File: src/design/wb_bus_pkg.sv
/* Shared bus defaults, controller phase type and field width helper
   for the Wishbone host subsystem */

`default_nettype none

package wb_bus_pkg;

    // Default geometry of the register space
    localparam int DEFAULT_DATA_W     = 32;
    localparam int DEFAULT_NUM_BANKS  = 4;
    localparam int DEFAULT_BANK_WORDS = 4;

    // Bank word i resets to this value times i
    localparam logic [DEFAULT_DATA_W-1:0] DEFAULT_INIT_PATTERN = 32'h12345678;

    // Controller phases, one pass per Wishbone cycle
    typedef enum logic [1:0] {
        IDLE    = 2'd0,
        ACCESS  = 2'd1,
        RESPOND = 2'd2,
        RELEASE = 2'd3
    } host_state_e;

    // Bits needed to index n items, at least one
    function automatic int field_w(input int n);
        int w;
        w = $clog2(n);
        if (w < 1) begin
            w = 1;
        end
        return w;
    endfunction

endpackage

`default_nettype wire

File: src/design/wb_host_ctrl.sv
/* Wishbone cycle sequencer with access strobe, write qualification,
   ack/err generation and read data register */

`default_nettype none

module wb_host_ctrl #(
    parameter int DATA_W = wb_bus_pkg::DEFAULT_DATA_W
) (
    input  wire logic              clk,
    input  wire logic              rst,
    input  wire logic              wb_cyc_i,
    input  wire logic              wb_stb_i,
    input  wire logic              wb_we_i,
    input  wire logic              addr_valid_i,
    input  wire logic [DATA_W-1:0] rd_word_i,
    output logic                   access_en_o,
    output logic                   wr_en_o,
    output logic [DATA_W-1:0]      wb_dat_o,
    output logic                   wb_ack_o,
    output logic                   wb_err_o
);
    import wb_bus_pkg::*;

    host_state_e state;
    host_state_e state_nxt;

    // One-cycle strobe while in ACCESS
    assign access_en_o = (state == ACCESS);

    // Unmapped writes never reach a bank
    assign wr_en_o = access_en_o & wb_we_i & addr_valid_i;

    always_comb begin
        state_nxt = state;
        case (state)
            IDLE: begin
                if (wb_cyc_i && wb_stb_i) begin
                    state_nxt = ACCESS;
                end
            end
            ACCESS: begin
                state_nxt = RESPOND;
            end
            RESPOND: begin
                state_nxt = RELEASE;
            end
            RELEASE: begin
                state_nxt = IDLE;
            end
            default: begin
                state_nxt = IDLE;
            end
        endcase
    end

    always_ff @(posedge clk or posedge rst) begin
        if (rst) begin
            state <= IDLE;
        end else begin
            state <= state_nxt;
        end
    end

    // Response flags and read data, registered on leaving RESPOND
    always_ff @(posedge clk or posedge rst) begin
        if (rst) begin
            wb_ack_o <= 1'b0;
            wb_err_o <= 1'b0;
            wb_dat_o <= '0;
        end else begin
            case (state)
                RESPOND: begin
                    wb_ack_o <= addr_valid_i;
                    wb_err_o <= ~addr_valid_i;
                    // Bank word was captured one edge earlier
                    if (addr_valid_i && !wb_we_i) begin
                        wb_dat_o <= rd_word_i;
                    end
                end
                RELEASE: begin
                    // Completion phase drops the handshake
                    wb_ack_o <= 1'b0;
                    wb_err_o <= 1'b0;
                end
                default: begin
                    wb_ack_o <= 1'b0;
                    wb_err_o <= 1'b0;
                end
            endcase
        end
    end

endmodule

`default_nettype wire

File: src/design/wb_addr_decoder.sv
/* Address decoder: word offset, one-hot bank select, mapped flag */

`default_nettype none

module wb_addr_decoder #(
    parameter int DATA_W     = wb_bus_pkg::DEFAULT_DATA_W,
    parameter int NUM_BANKS  = wb_bus_pkg::DEFAULT_NUM_BANKS,
    parameter int BANK_WORDS = wb_bus_pkg::DEFAULT_BANK_WORDS
) (
    input  wire logic [DATA_W-1:0]                          wb_adr_i,
    output logic [NUM_BANKS-1:0]                            bank_sel_o,
    output logic [wb_bus_pkg::field_w(BANK_WORDS)-1:0]      word_off_o,
    output logic                                            addr_valid_o
);
    import wb_bus_pkg::*;

    localparam int OFF_W = field_w(BANK_WORDS);
    localparam int SEL_W = field_w(NUM_BANKS);

    logic [SEL_W-1:0]  bank_idx;
    logic [DATA_W-1:0] upper_bits;

    // Field split, offset in the low bits
    assign word_off_o = wb_adr_i[OFF_W-1:0];
    assign bank_idx   = wb_adr_i[OFF_W +: SEL_W];
    assign upper_bits = wb_adr_i >> (OFF_W + SEL_W);

    // Also rejects indices past a non power of two geometry
    assign addr_valid_o = (upper_bits == '0) &&
                          (int'(bank_idx) < NUM_BANKS) &&
                          (int'(word_off_o) < BANK_WORDS);

    // One-hot select, all zero when unmapped
    always_comb begin
        for (int i = 0; i < NUM_BANKS; i++) begin
            bank_sel_o[i] = addr_valid_o && (int'(bank_idx) == i);
        end
    end

endmodule

`default_nettype wire

File: src/design/wb_reg_bank.sv
/* Register bank: pattern-initialised words, write port, registered read */

`default_nettype none

module wb_reg_bank #(
    parameter int                DATA_W       = wb_bus_pkg::DEFAULT_DATA_W,
    parameter int                BANK_WORDS   = wb_bus_pkg::DEFAULT_BANK_WORDS,
    parameter logic [DATA_W-1:0] INIT_PATTERN = wb_bus_pkg::DEFAULT_INIT_PATTERN,
    parameter int                BANK_INDEX   = 0
) (
    input  wire logic                                       clk,
    input  wire logic                                       rst,
    input  wire logic                                       wr_en_i,
    input  wire logic                                       sel_i,
    input  wire logic [wb_bus_pkg::field_w(BANK_WORDS)-1:0] word_off_i,
    input  wire logic [DATA_W-1:0]                          wr_data_i,
    input  wire logic                                       access_en_i,
    output logic [DATA_W-1:0]                               rd_data_o
);

    logic [DATA_W-1:0] mem [BANK_WORDS];

    // Reset value follows the global word index
    always_ff @(posedge clk or posedge rst) begin
        if (rst) begin
            for (int i = 0; i < BANK_WORDS; i++) begin
                mem[i] <= DATA_W'(INIT_PATTERN * (BANK_INDEX * BANK_WORDS + i));
            end
        end else if (wr_en_i && sel_i) begin
            mem[word_off_i] <= wr_data_i;
        end
    end

    // Read capture happens on the same edge as a write, so old data is seen
    always_ff @(posedge clk) begin
        if (access_en_i) begin
            rd_data_o <= mem[word_off_i];
        end
    end

endmodule

`default_nettype wire

File: src/design/wb_read_mux.sv
/* AND-OR read multiplexer over the bank read words */

`default_nettype none

module wb_read_mux #(
    parameter int DATA_W    = wb_bus_pkg::DEFAULT_DATA_W,
    parameter int NUM_BANKS = wb_bus_pkg::DEFAULT_NUM_BANKS
) (
    input  wire logic [NUM_BANKS-1:0][DATA_W-1:0] bank_rd_i,
    input  wire logic [NUM_BANKS-1:0]             bank_sel_i,
    output logic [DATA_W-1:0]                     rd_word_o
);

    // Select is one-hot or zero, so OR of masked words is enough
    always_comb begin
        rd_word_o = '0;
        for (int i = 0; i < NUM_BANKS; i++) begin
            rd_word_o = rd_word_o | (bank_rd_i[i] & {DATA_W{bank_sel_i[i]}});
        end
    end

endmodule

`default_nettype wire

File: src/design/wb_host_top.sv
/* Wishbone host top: controller, decoder, bank array and read multiplexer */

`default_nettype none

module wb_host_top #(
    parameter int                DATA_W       = wb_bus_pkg::DEFAULT_DATA_W,
    parameter int                NUM_BANKS    = wb_bus_pkg::DEFAULT_NUM_BANKS,
    parameter int                BANK_WORDS   = wb_bus_pkg::DEFAULT_BANK_WORDS,
    parameter logic [DATA_W-1:0] INIT_PATTERN = wb_bus_pkg::DEFAULT_INIT_PATTERN
) (
    input  wire logic              clk,
    input  wire logic              rst,
    input  wire logic              wb_cyc_i,
    input  wire logic              wb_stb_i,
    input  wire logic              wb_we_i,
    input  wire logic [DATA_W-1:0] wb_adr_i,
    input  wire logic [DATA_W-1:0] wb_dat_i,
    output logic [DATA_W-1:0]      wb_dat_o,
    output logic                   wb_ack_o,
    output logic                   wb_err_o
);
    import wb_bus_pkg::*;

    localparam int OFF_W = field_w(BANK_WORDS);

    logic [NUM_BANKS-1:0]             bank_sel;
    logic [OFF_W-1:0]                 word_off;
    logic                             addr_valid;
    logic                             access_en;
    logic                             wr_en;
    logic [DATA_W-1:0]                rd_word;
    logic [NUM_BANKS-1:0][DATA_W-1:0] bank_rd;

    wb_host_ctrl #(
        .DATA_W (DATA_W)
    ) ctrl_inst (
        .clk          (clk),
        .rst          (rst),
        .wb_cyc_i     (wb_cyc_i),
        .wb_stb_i     (wb_stb_i),
        .wb_we_i      (wb_we_i),
        .addr_valid_i (addr_valid),
        .rd_word_i    (rd_word),
        .access_en_o  (access_en),
        .wr_en_o      (wr_en),
        .wb_dat_o     (wb_dat_o),
        .wb_ack_o     (wb_ack_o),
        .wb_err_o     (wb_err_o)
    );

    wb_addr_decoder #(
        .DATA_W     (DATA_W),
        .NUM_BANKS  (NUM_BANKS),
        .BANK_WORDS (BANK_WORDS)
    ) dec_inst (
        .wb_adr_i     (wb_adr_i),
        .bank_sel_o   (bank_sel),
        .word_off_o   (word_off),
        .addr_valid_o (addr_valid)
    );

    // Each bank knows its index for the reset pattern
    for (genvar b = 0; b < NUM_BANKS; b++) begin : g_bank
        wb_reg_bank #(
            .DATA_W       (DATA_W),
            .BANK_WORDS   (BANK_WORDS),
            .INIT_PATTERN (INIT_PATTERN),
            .BANK_INDEX   (b)
        ) bank_inst (
            .clk         (clk),
            .rst         (rst),
            .wr_en_i     (wr_en),
            .sel_i       (bank_sel[b]),
            .word_off_i  (word_off),
            .wr_data_i   (wb_dat_i),
            .access_en_i (access_en),
            .rd_data_o   (bank_rd[b])
        );
    end

    wb_read_mux #(
        .DATA_W    (DATA_W),
        .NUM_BANKS (NUM_BANKS)
    ) mux_inst (
        .bank_rd_i  (bank_rd),
        .bank_sel_i (bank_sel),
        .rd_word_o  (rd_word)
    );

endmodule

`default_nettype wire

File: config.mk
export PLATFORM = sky130hd
export DESIGN_NAME = wb_host_top
export DESIGN_NICKNAME = d
export VERILOG_FILES = /design/src/design/wb_bus_pkg.sv /design/src/design/wb_host_ctrl.sv /design/src/design/wb_addr_decoder.sv /design/src/design/wb_reg_bank.sv /design/src/design/wb_read_mux.sv /design/src/design/wb_host_top.sv
export SDC_FILE = /design/constraint.sdc
export NUM_CORES = 1
export LEC_CHECK = 0
export ABC_AREA = 1
export CAP_MARGIN = 20
export CORE_ASPECT_RATIO = 0.75
export CORE_UTILIZATION = 38
export DETAILED_ROUTE_END_ITERATION = 8
export DONT_BUFFER_PORTS = 1
export GPL_ROUTABILITY_DRIVEN = 0
export REMOVE_ABC_BUFFERS = 1
export SLEW_MARGIN = 20
export SYNTH_ARGS = -nofsm -noshare
export SYNTH_HDL_FRONTEND = slang
export SYNTH_SLANG_ARGS = --single-unit
export TNS_END_PERCENT = 20
File: constraint.sdc
create_clock -name clk -period 39.9 [get_ports clk]
set_input_delay 0 -clock clk [delete_from_list [all_inputs] [get_ports clk]]
set_output_delay 0 -clock clk [all_outputs]
set_load 0.02 [all_outputs]
---- After elaboration in Yosys (flattened, before gate mapping) ----
Index checks and enable logic that the tools add are counted.
word-level totals
  register bits after elaboration ......... 676
  word-level logic and storage cells ...... 82
  output and inout bits ................... 34
cells by class
  multiplexer cells ....................... 22
  eq/ne operators ......................... 7
  reduce and logical (&&, ||, !) cells .... 16
  order comparisons ....................... 2
  bitwise logic cells ..................... 11
operator list
  operator                                                                      count
  128-bit bitwise mux                                                           4
  32-bit two-way mux                                                            9
  32-bit binary-select mux with 2-bit select                                    4
  32-bit bitwise AND                                                            4
  32-bit OR                                                                     3
  32-bit demux with 2-bit select                                                1
  32-bit logical NOT                                                            1
  1-bit logical AND                                                             11
  2-bit equality test, second input constant                                    4
  2-bit case mux with 4 select lines                                            1
  2-bit by 1-bit equality test with 1-bit output, second input constant         2
  2-bit logical NOT                                                             2
  3-bit greater-or-equal comparator, second input constant                      1
  3-bit by 1-bit less-than comparator with 1-bit output, second input constant  1
  2-bit NOT with 3-bit output                                                   1
  1-bit bitwise AND                                                             2
  1-bit two-way mux                                                             2
  2-bit two-way mux                                                             1
  2-bit by 1-bit inequality test with 1-bit output, second input constant       1
  2-bit AND reduction                                                           1
  1-bit logical NOT                                                             1
  1-bit NOT                                                                     1

---- Logic depth before layout (Yosys ltp) ----
Gate-level depths: netlist of the first run.
  depth in word-level cells ............... 6
  mapped depth ............................ 12
  mapped depth without buffers ............ 11

---- Hierarchy ----
Synthesis of the first run repeated with hierarchy kept, for this count alone.
unflattened totals
  cells, all modules ...................... 4118
  area, all modules ....................... 31761.7 um^2
by module, submodules not included
  module                              cells each  sequential area each (um^2)  instances  area each (um^2)
  wb_reg_bank at g_bank[1].bank_inst  902         4237.8                       1          7208.2
  wb_reg_bank at g_bank[2].bank_inst  902         4236.6                       1          7206.9
  wb_reg_bank at g_bank[3].bank_inst  902         4230.3                       1          7200.7
  wb_reg_bank at g_bank[0].bank_inst  902         4214.0                       1          7184.4
  wb_host_ctrl                        171         900.9                        1          1595.3
  wb_read_mux                         300         0.0                          1          1199.9
  wb_addr_decoder                     39          0.0                          1          166.4

---- Least setup slack after synthesis of the first run ----
Ideal clock, no wire load.
  path kind ............................... reg2reg
  from .................................... register ctrl_inst.state[1]
  to ...................................... register g_bank[3].bank_inst.mem[100] in the netlist's numbering
  period minus slack after synthesis ...... 5480 ps
  data arrival time ....................... 5359 ps
  setup time .............................. 121 ps
  path slack .............................. 34420 ps
  buffers on the path ..................... 2
  stages on the path, launching flop included .. 10
  path through ............................ dfrtp_1 -> inv_1 -> ha_1 -> nand2_1 -> inv_1 -> nand4_4 -> clkbuf_1 -> clkbuf_1 -> o21ai_1 -> nand2_1
between the ends
  word-level cells in the longest chain between the ends .. 4
RTL lines
  item                                            RTL line            RTL
  from (decl)                                     wb_host_ctrl.sv:24  host_state_e state;
  from (signal assigned)                          wb_host_ctrl.sv:60  state <= state_nxt;
  2-bit by 1-bit equality test with 1-bit output  wb_host_ctrl.sv:28  assign access_en_o = (state == ACCESS);
  1-bit bitwise AND (2 in series)                 wb_host_ctrl.sv:31  assign wr_en_o = access_en_o & wb_we_i & addr_valid_i;
  1-bit logical AND                               wb_reg_bank.sv:29   end else if (wr_en_i && sel_i) begin
  to (signal, indexed assignment)                 wb_reg_bank.sv:27   mem[i] <= DATA_W'(INIT_PATTERN * (BANK_INDEX * BANK_WORDS + i));
  to (signal, indexed assignment)                 wb_reg_bank.sv:30   mem[word_off_i] <= wr_data_i;
  to (decl)                                       wb_reg_bank.sv:21   logic [DATA_W-1:0] mem [BANK_WORDS];
No other way between the ends.
A chain may end at the register's enable or synchronous reset.

---- Worst setup path after layout of the first run ----
  from .................................... input port wb_adr_i[28]
  to ...................................... register g_bank[3].bank_inst.mem[123] in the netlist's numbering
between the ends
  word-level cells in the longest chain between the ends .. 3
  elaborated cells between the ends (all ways) .. 4
RTL lines
  item                                                    RTL line                                   RTL
  from (decl)                                             wb_host_top.sv:16                          input wire logic [DATA_W-1:0] wb_adr_i,
  32-bit logical NOT (*)                                  wb_addr_decoder.sv:29                      assign addr_valid_o = (upper_bits == '0) &&
  1-bit bitwise AND or 1-bit logical AND (tied branches)  wb_host_ctrl.sv:31, wb_addr_decoder.sv:36
  1-bit logical AND (*)                                   wb_reg_bank.sv:29
Mark *: on every way between the ends. The rest lies on a longest branch, timed or not.

==> impl.org, run 1 <==
** Outcome
- Status :: finished, final reports clean

** Routing
- Average wire per standard cell :: 20.9 µm
- Count of vias placed by the detailed router :: around 21k
- Router iterations before antenna repair :: 6
- The detailed router finished its first iteration with between 1.5k and 2k violations.
- Wires add up to between 80000 and 90000 µm.
- Via/cell ratio :: 5.38
- For this run, design rule violations remaining after detail routing come to 0.
- Once detail routing completed, the nets flagged for antenna violations numbered 0.

** Power
- The worst-case IR drop observed on VDD is approximately 0.026 mV.
- Dividing total power by cell area gives a power density of between 40 and 50 nW/µm².
- Leak Pwr :: ~14 nW

** Die
- The die covers ~77000 µm².
- In this run the count of I/O pins placed on the die edge is 103.
- The die is around 240 µm tall.
- Once the floorplan was initialized, standard cells occupied between 30% and 40% of the core.
- The core region is 74100 µm².
- The die is ~320 µm wide.
- The floorplan has 86 rows.

** Synth
- Of the post-synthesis cell area, the dominant cell type holds between 20% and 30%.
- Ranked by total cell area, the synthesized netlist is headed by sky130_fd_sc_hd__dfrtp_1, sky130_fd_sc_hd__dfstp_2, sky130_fd_sc_hd__edfxtp_1.
- Number of instances in the synthesized netlist :: between 3k and 4k
- Portion of the post-synthesis area used by sequential elements :: between 60% and 70%
- Mapped cell area :: 28700 µm²
- Number of distinct library cells after synthesis :: 22
- Per-instance average area after synthesis :: 9.51 µm²
- Total of warnings raised by yosys :: 0
- Yosys reg bits :: approximately 680
- Of all cell types, the one taking the most synthesized area is sky130_fd_sc_hd__dfrtp_1.

** Finish
- Area added between synthesis and finish :: 12.2%
- Once layout is done, the placed cells without fillers occupy about 32000 µm².
- Final-stage net count :: between 3k and 4k
- Of the cells placed in the final design, the portion with a size suffix greater than 1 is between 10% and 20%.
- Layout filler cell count :: 7114
- The count of cells in the finished layout, fillers not included, comes to between 3k and 4k.

** CTS
- The H-tree was split into 3 levels.
- In this run, CTS created clock tree buffers numbering 67.
- In this run the post-CTS setup repair buffer count came out at 0.
- TritonCTS clock tree :: yes
- Clock root buffer master :: sky130_fd_sc_hd__clkbuf_16
- The clock passes through at most 3 buffers.
- Clock latency on the worst-skew pair, taken at its later pin, is 610 ps.
- After clock tree synthesis, the clock-pin slew on the worst setup and hold paths is roughly 60 ps.
- After clock tree synthesis, the repair step resized 0 gates.
- CTS sink count :: between 600 and 700
- In this run, post-CTS hold repair placed just under 50 buffers.

** Worst setup path
- The largest individual stage delay along the critical path comes from the cell sky130_fd_sc_hd__nand4_4.
- The worst setup path is of the in2reg kind.
- STA puts the critical path data required time at 40450 ps.
- CP cell instances :: dlygate4sd3_1 -> nor2_1 -> dlygate4sd3_1 -> nand2_1 -> nor2_1 -> nand2_1 -> nor2_4 -> buf_4 -> nand4_4 -> buf_4 -> nor2_4 -> buf_16 -> nand2_1 -> nand2_1 -> dlygate4sd3_1
- Reg-to-reg slack, setup :: 35700 ps
- The critical path starts at wb_adr_i[28].
- The critical path ends at g_bank[3].bank_inst.mem[123]$_DFFE_PP1P_.
- CP Capture Type :: register
- The worst setup path is launched from an input port.
- Largest fanout of any net on the critical path :: just under 60
- The largest single stage delay on the critical path is 640 ps.
- Worst r2r dst :: g_bank[3].bank_inst.mem[123]$_DFFE_PP1P_
- The startpoint identified for the worst register-to-register timing path is ctrl_inst.state[1]$_DFFE_PP0P_.
- Most prevalent standard cell on the critical path :: sky130_fd_sc_hd__nand2_1
- STA puts the critical path data arrival time at between 4000 and 5000 ps.
- Count of cells along the worst register-to-register path :: 11

** Global routing
- The first global-routing pass estimated roughly 130000 µm of wire.
- For this run the aggregate overflow at the end of global routing stands at 0.
- In the global route stage, overall resource usage came out at ~22%.
- Antenna violations before repair :: 6
- Pin count of the biggest net entering global routing :: ~180
- Via count of the first global-routing pass :: between 20k and 25k

** Timing
- Worst hold slack after final layout :: 45.8 ps
- Of the available clock period, the critical path in the final layout requires a little over a tenth.
- Setup violations remaining at the end of the flow were counted as 0.
- At the pin with the least slew margin, the transition time is approximately 1200 ps.
- Setup repair after global routing left no endpoint under its margin.
- The smallest clock period supported by the final layout is computed as about 4300 ps.
- Summed negative setup slack over all endpoints :: 0 ps
- The number of failing hold endpoints at the final stage came to 0.
- For this run, the top clock speed supported by timing is about 230 MHz.
- Worst slew margin :: 22.6%
- Number of max-slew violations in the final report :: 0
- Worst clock skew :: 16.7 ps

** Job
- Max-cap check violation count :: 0

** Placement
- Buffers placed on the I/O ports in this run total 0.
- Dpl cells :: around 3.8k
- The placed instances occupy a cell area of approximately 29000 µm².
- Detailed placement ended at an HPWL of ~43000 µm.

** Worst hold path
- The min-delay analysis places its worst path in the category in2reg.
==> where the power goes <==
| part | switching (W) | total [W] | leakage [nW] | internal [W] |
|---|---|---|---|---|
| Clock | 0.000272 | 0.000648 | 1.11 | 0.000376 |
| Combinational | 0.0000803 | 0.0000938 | 5.74 | 0.0000135 |
| Sequential | 0.0000121 | 0.000773 | 7.58 | 0.000761 |
| Total | 0.000365 | 0.00152 | 14.4 | 0.00115 |
==> cells by family (layout without fill, tap and decap cells) <==
kind of cell               after synthesis  count (layout)  synth area share (%)
adders and majority gates                4               4                 0.174
AOI/OAI and AO/OA                      748             748                  15.3
buffers and inverters                  486             454                  6.58
and+or+nand+nor                       1107            1107                  15.9
DFF                                    676             676                  62.0
other                                    0               4                     0
==> cell usage after synthesis, drive strengths merged <==
cell and number:
o21ai 515, nor2 101, edfxtp 128, nand4 66, and2 1, dfstp 210, o221ai 64, inv 246
dfrtp 338, nand2 818, a22oi 169, ha 4, nand3 121, clkbuf 160, buf 80
==> state kept, by name, indices dropped and copies added, names as in the netlist <==
signal,count
g_bank.bank_inst.rd_data_o,128
ctrl_inst.wb_ack_o,1
ctrl_inst.wb_dat_o,32
g_bank.bank_inst.mem,512
ctrl_inst.wb_err_o,1
ctrl_inst.state,2
==> per-stage QoR <==
stage / total power (W) / utilization, % / worst slack [ps]
2_1_floorplan: 0.000833 / - / 24930
3_3_place_gp: 0.000867 / 39.6 / 36110
3_5_place_dp: 0.000869 / 39.6 / 36000
4_1_cts: 0.00153 / 43.4 / 35420
5_1_grt: 0.00156 / 43.5 / 35310
6_report: 0.00152 / 43.5 / 35570
==> worst max-delay path, delay by kind of cell <==
family / cells / cell delay (ps)
buffers and inverters: 6 / 2990
AND/OR/NAND/NOR: 9 / 1760
==> per-layer routing <==
layer | global-route usage (%) | up-vias | wire length (µm)
li1 | - | 9982 | -
met1 | 32.5 | 10518 | 38800
met2 | 32.9 | 714 | 36300
met3 | 4.48 | 104 | 6400
met4 | 4.65 | 2 | 1170
met5 | 0 | - | 13
==> worst min path at each step <==
stage / from / end / slack, ps / depth (start not counted)
2_1_floorplan: wb_dat_i[6] / g_bank[2].bank_inst.mem[102]$_DFFE_PP1P_ / 100 / 2
3_3_place_gp: wb_dat_i[10] / g_bank[3].bank_inst.mem[74]$_DFFE_PP1P_ / 100 / 2
3_5_place_dp: wb_dat_i[19] / g_bank[3].bank_inst.mem[83]$_DFFE_PP1P_ / 100 / 2
4_1_cts: wb_adr_i[1] / g_bank[3].bank_inst.rd_data_o[3]$_DFFE_PN_ / 20 / 3
5_1_grt: wb_adr_i[1] / g_bank[2].bank_inst.rd_data_o[23]$_DFFE_PN_ / 60 / 3
6_report: wb_we_i / ctrl_inst.wb_dat_o[7]$_DFFE_PP0P_ / 50 / 5
==> layout by cell type, fill, tap and decap left out, types with 4 or more instances in the layout <==
cell type and count:
sky130_fd_sc_hd__nand3_1 121, sky130_fd_sc_hd__clkinv_1 6, sky130_fd_sc_hd__clkbuf_1 15, sky130_fd_sc_hd__nand2_1 809, sky130_fd_sc_hd__nor2_4 17, sky130_fd_sc_hd__clkbuf_8 14, sky130_fd_sc_hd__inv_2 6, sky130_fd_sc_hd__buf_16 4
sky130_fd_sc_hd__buf_12 4, sky130_fd_sc_hd__a22oi_1 169, sky130_fd_sc_hd__o21ai_1 177, sky130_fd_sc_hd__dfstp_2 210, sky130_fd_sc_hd__dfrtp_1 338, sky130_fd_sc_hd__nand2_2 6, sky130_fd_sc_hd__nor2_1 84, sky130_fd_sc_hd__clkinv_2 10
sky130_fd_sc_hd__nand4_1 64, sky130_fd_sc_hd__clkbuf_16 72, sky130_fd_sc_hd__o21ai_0 338, sky130_fd_sc_hd__inv_1 238, sky130_fd_sc_hd__edfxtp_1 128, sky130_fd_sc_hd__o221ai_1 64, sky130_fd_sc_hd__buf_4 31, sky130_fd_sc_hd__dlygate4sd3_1 47
sky130_fd_sc_hd__diode_2 4
==> layout make-up <==
type	count	area [µm²]	share of cell area, %
diodes	4	10.0	0.0310
flip-flops and latches	676	17800	55.3
repair buffers	86	893	2.77
clock inverters	21	184	0.570
multi-input cells	1859	9140	28.3
clock buffers	101	2050	6.36
inverters	246	932	2.89
well taps	968	1210	3.76
(Power assumes the default switching activity.)
==> run 2: changes to the inputs <==
==> constraint.sdc (replaced) <==
create_clock -name clk -period 4.55 [get_ports clk]
set_input_delay 0 -clock clk [delete_from_list [all_inputs] [get_ports clk]]
set_output_delay 0 -clock clk [all_outputs]
set_load 0.02 [all_outputs]
==> run 2 against run 1 <==
Against the previous run:
- wire length decreased by 0.24%
- non-clock buffer count grew 10
- die area is the same
- register-to-register slack worse by 35000 ps
- sequential cell count stayed put
- combinational power rose to 8.8 times the previous value
- clock skew up 7.5 ps
- sequential power increased to 8.8 times the previous value
- worst setup slack worse by 35000 ps
- total power grew to 8.7 times the previous value
- cell area rose by 0.15%
- critical path depth is 2 lower
- highest routed layer is now met4
==> impl.org, run 2 (synthesis results as in run 1) <==
** Outcome
- The run finished with clean final reports.

** Routing
- Once detail routing completed, the nets flagged for antenna violations numbered 0.
- Remaining routing DRC violations :: 0
- For this run, the detailed router's first-pass iteration total came to 5.
- The detailed router finished its first iteration with between 2k and 2.5k violations.
- In the final routed layout, each cell accounts on average for ~21 µm.
- The final route contains between 20k and 25k vias.
- Via/cell ratio :: roughly 5.4
- Routed metal-1 wirelength :: 39200 µm
- Routed signal wires occupy layers up through met4.
- Wire length on met2 :: ~36000 µm
- Wires add up to ~80000 µm.
- Summed over all nets, wire length on met3 after detailed routing comes to between 5000 and 6000 µm.

** CTS
- Clock edge transition at the registers on the reported setup and hold paths :: 60 ps
- The root buffer cell chosen for the clock tree is sky130_fd_sc_hd__clkbuf_16.
- Worst skew pair latency :: ~630 ps
- Post-CTS repair changed the size of 0 cells.
- Clock tree synthesis inserted a total of 66 buffers.
- Number of buffers on the longest clock path :: 3
- TritonCTS built the clock tree.
- The H-tree generated during clock tree synthesis spans 3 levels.
- CTS sink count :: just under 700

** Worst setup path
- Max incr delay on CP :: slightly above 800 ps
- Required arrival time at the worst endpoint :: 5120 ps
- Crit start category :: input port
- Crit path buffers/inverters :: 4
- Worst Path Arrival :: between 4000 and 5000 ps
- Of all nets on the critical path, the largest fanout is 21.
- The worst setup path is of the in2reg kind.
- Largest delay share family, worst path :: buffers and inverters
- CP max stage cell :: sky130_fd_sc_hd__dlygate4sd3_1
- The critical path starts at wb_adr_i[28].
- CP Capture Type :: register
- CP cell instances :: dlygate4sd3_1 -> nor2_1 -> dlygate4sd3_1 -> nand2_1 -> nor2_1 -> nand2_1 -> nor2_4 -> nand4_4 -> dlygate4sd3_1 -> nor2_4 -> nand2_1 -> dlygate4sd3_1 -> nand2_1
- The startpoint identified for the worst register-to-register timing path is ctrl_inst.state[1]$_DFFE_PP0P_.

** Worst hold path
- Tightest Hold Check Type :: in2async

** Global routing
- Total grt overflow :: 0
- Global-route wire length before repair :: around 130000 µm
- Antenna violations before repair :: 4
- Entering global routing, the biggest net connects about 130 pins.
- The via count of the first global-routing pass came to between 20k and 25k.
- Global Route Usage Sum :: roughly 22%

** Finish
- Area added between synthesis and finish :: 12.4%
- The library cells used most frequently in the layout, excluding fill and tap cells, are sky130_fd_sc_hd__nand2_1, sky130_fd_sc_hd__o21ai_0, sky130_fd_sc_hd__dfrtp_1, sky130_fd_sc_hd__inv_1, sky130_fd_sc_hd__dfstp_2.
- At the end of the flow the core is filled with cells to ~44%.
- Largest register FFs :: 512
- Most common cell after layout, fill and taps aside :: sky130_fd_sc_hd__nand2_1
- g_bank.bank_inst.mem holds more flip-flops than any other register.
- Cells with a size suffix above 1 make up between 10% and 20% of the layout.
- At the end of the flow, the number of nets in the layout was between 3k and 4k.
- Registers with the most flip-flops :: g_bank.bank_inst.mem x512, g_bank.bank_inst.rd_data_o x128, ctrl_inst.wb_dat_o x32

** Power
- Leak Pwr :: approximately 14 nW
- Power spread over the standard cell area amounts to about 410 nW/µm².
- VDD sags by at most approximately 0.45 mV.

** Timing
- Clock skew on the completed layout was measured at roughly 24 ps.
- The worst path uses approximately 85% of the clock period.
- Count of endpoints failing setup in the final report :: 0
- The final count of pins violating max slew came to 0.
- Shortest clock period the worst path allows after layout :: roughly 3900 ps
- For the pin with the worst max-slew slack, the measured transition is ~1000 ps.
- Highest clock frequency the design can meet :: about 260 MHz
- The number of failing hold endpoints at the final stage was 0.
- Once routing completed, OpenROAD measured the worst setup slack at between 600 and 700 ps.
- Worst slew margin :: 32.5%
- Setup repair after global routing left no endpoint under its margin.

** Die
- The total area inside the core boundary comes to 74100 µm².
- Effective utilization at floorplan :: between 30% and 40%
- Floorplan die height :: 240 µm
- After floorplanning, the core was divided into 86 placement rows.
- The floorplan step defined a die boundary enclosing between 70000 and 80000 µm².
- In this run the horizontal extent of the chip is about 320 µm.
- I/O pins :: just over 100

** Placement
- Quantity of I/O buffers inserted on ports :: 0
- Before CTS, the worst setup slack after placement is ~1800 ps.
- DP Wirelength :: about 44000 µm

** Job
- The tool flagged a number of max-cap violations equal to 0.
run 2: cell count changes in the layout (fill, tap and decap cells not counted), sizes merged, moves of 2 or more:
cell and delta:
buf +4, diode -3, clkbuf -2, clkinv +3, bufinv -3, dlygate4sd3 +6
run 2: stage by stage:
step                setup TNS, ps  hold WS [ps]  area [µm²]  total power [W]  std cells
finish                          0          49.3       32300           0.0132       3968
global route                    0          95.6       32300           0.0136       3968
CTS                             0          24.6       32300           0.0133       3967
detailed placement              0          99.8       29500          0.00762       3790
global placement                0          93.6       29500          0.00761       3789
floorplan                -5902660          96.2       27800          0.00731       2781
run 2: what timing repair did:
action,in CTS,in global routing
endpoints found under the hold margin,695,0
setup buffers,0,0
hold buffers,55,0
run 2: power by group:
group / switching [W] / internal [W] / leakage [nW]
combinational: 0.000701 / 0.000123 / 5.76
sequential: 0.000104 / 0.00667 / 7.58
clock: 0.00244 / 0.00315 / 1.10
total: 0.00325 / 0.00995 / 14.4
run 2: final timing paths:
path	end	slack (ps)	cells past startpoint
max	g_bank[3].bank_inst.mem[121]$_DFFE_PP1P_	680	13
min in group clk	ctrl_inst.wb_dat_o[15]$_DFFE_PP0P_	50	9
max reg2reg	g_bank[3].bank_inst.mem[121]$_DFFE_PP1P_	780	10
max in group asynchronous	g_bank[2].bank_inst.mem[74]$_DFFE_PP0P_	3150	3
min reg2reg	g_bank[2].bank_inst.mem[88]$_DFFE_PP1P_	470	2
min	ctrl_inst.state[1]$_DFFE_PP0P_	50	2
run 2: layer usage:
| metal | up-vias | global-route usage (%) |
|---|---|---|
| met4 | 0 | 5.20 |
| met5 | - | 0 |
| met2 | 703 | 32.7 |
| li1 | 10011 | - |
| met1 | 10605 | 32.5 |
| met3 | 106 | 4.10 |
run 2: area by class of cell:
| cell class | instances | area [µm²] |
|---|---|---|
| Clock inverter | 23 | 156 |
| Clock buffer | 99 | 2050 |
| Inverter | 246 | 932 |
| Fill cell | 7079 | 41900 |
| Sequential cell | 676 | 17800 |
| Timing Repair Buffer | 96 | 981 |
| Antenna cell | 1 | 2.50 |
| Multi-Input combinational cell | 1859 | 9130 |
| Tap cell | 968 | 1210 |
run 2: worst reg2reg max path, cell delays in order, from the launching register on:
cell and delay, ps:
sky130_fd_sc_hd__dfrtp_1 380, sky130_fd_sc_hd__inv_1 140, sky130_fd_sc_hd__ha_4 170, sky130_fd_sc_hd__nand2_1 200, sky130_fd_sc_hd__inv_1 240, sky130_fd_sc_hd__nand4_4 190, sky130_fd_sc_hd__dlygate4sd3_1 810, sky130_fd_sc_hd__nor2_4 760
sky130_fd_sc_hd__nand2_1 140, sky130_fd_sc_hd__dlygate4sd3_1 610, sky130_fd_sc_hd__nand2_1 70
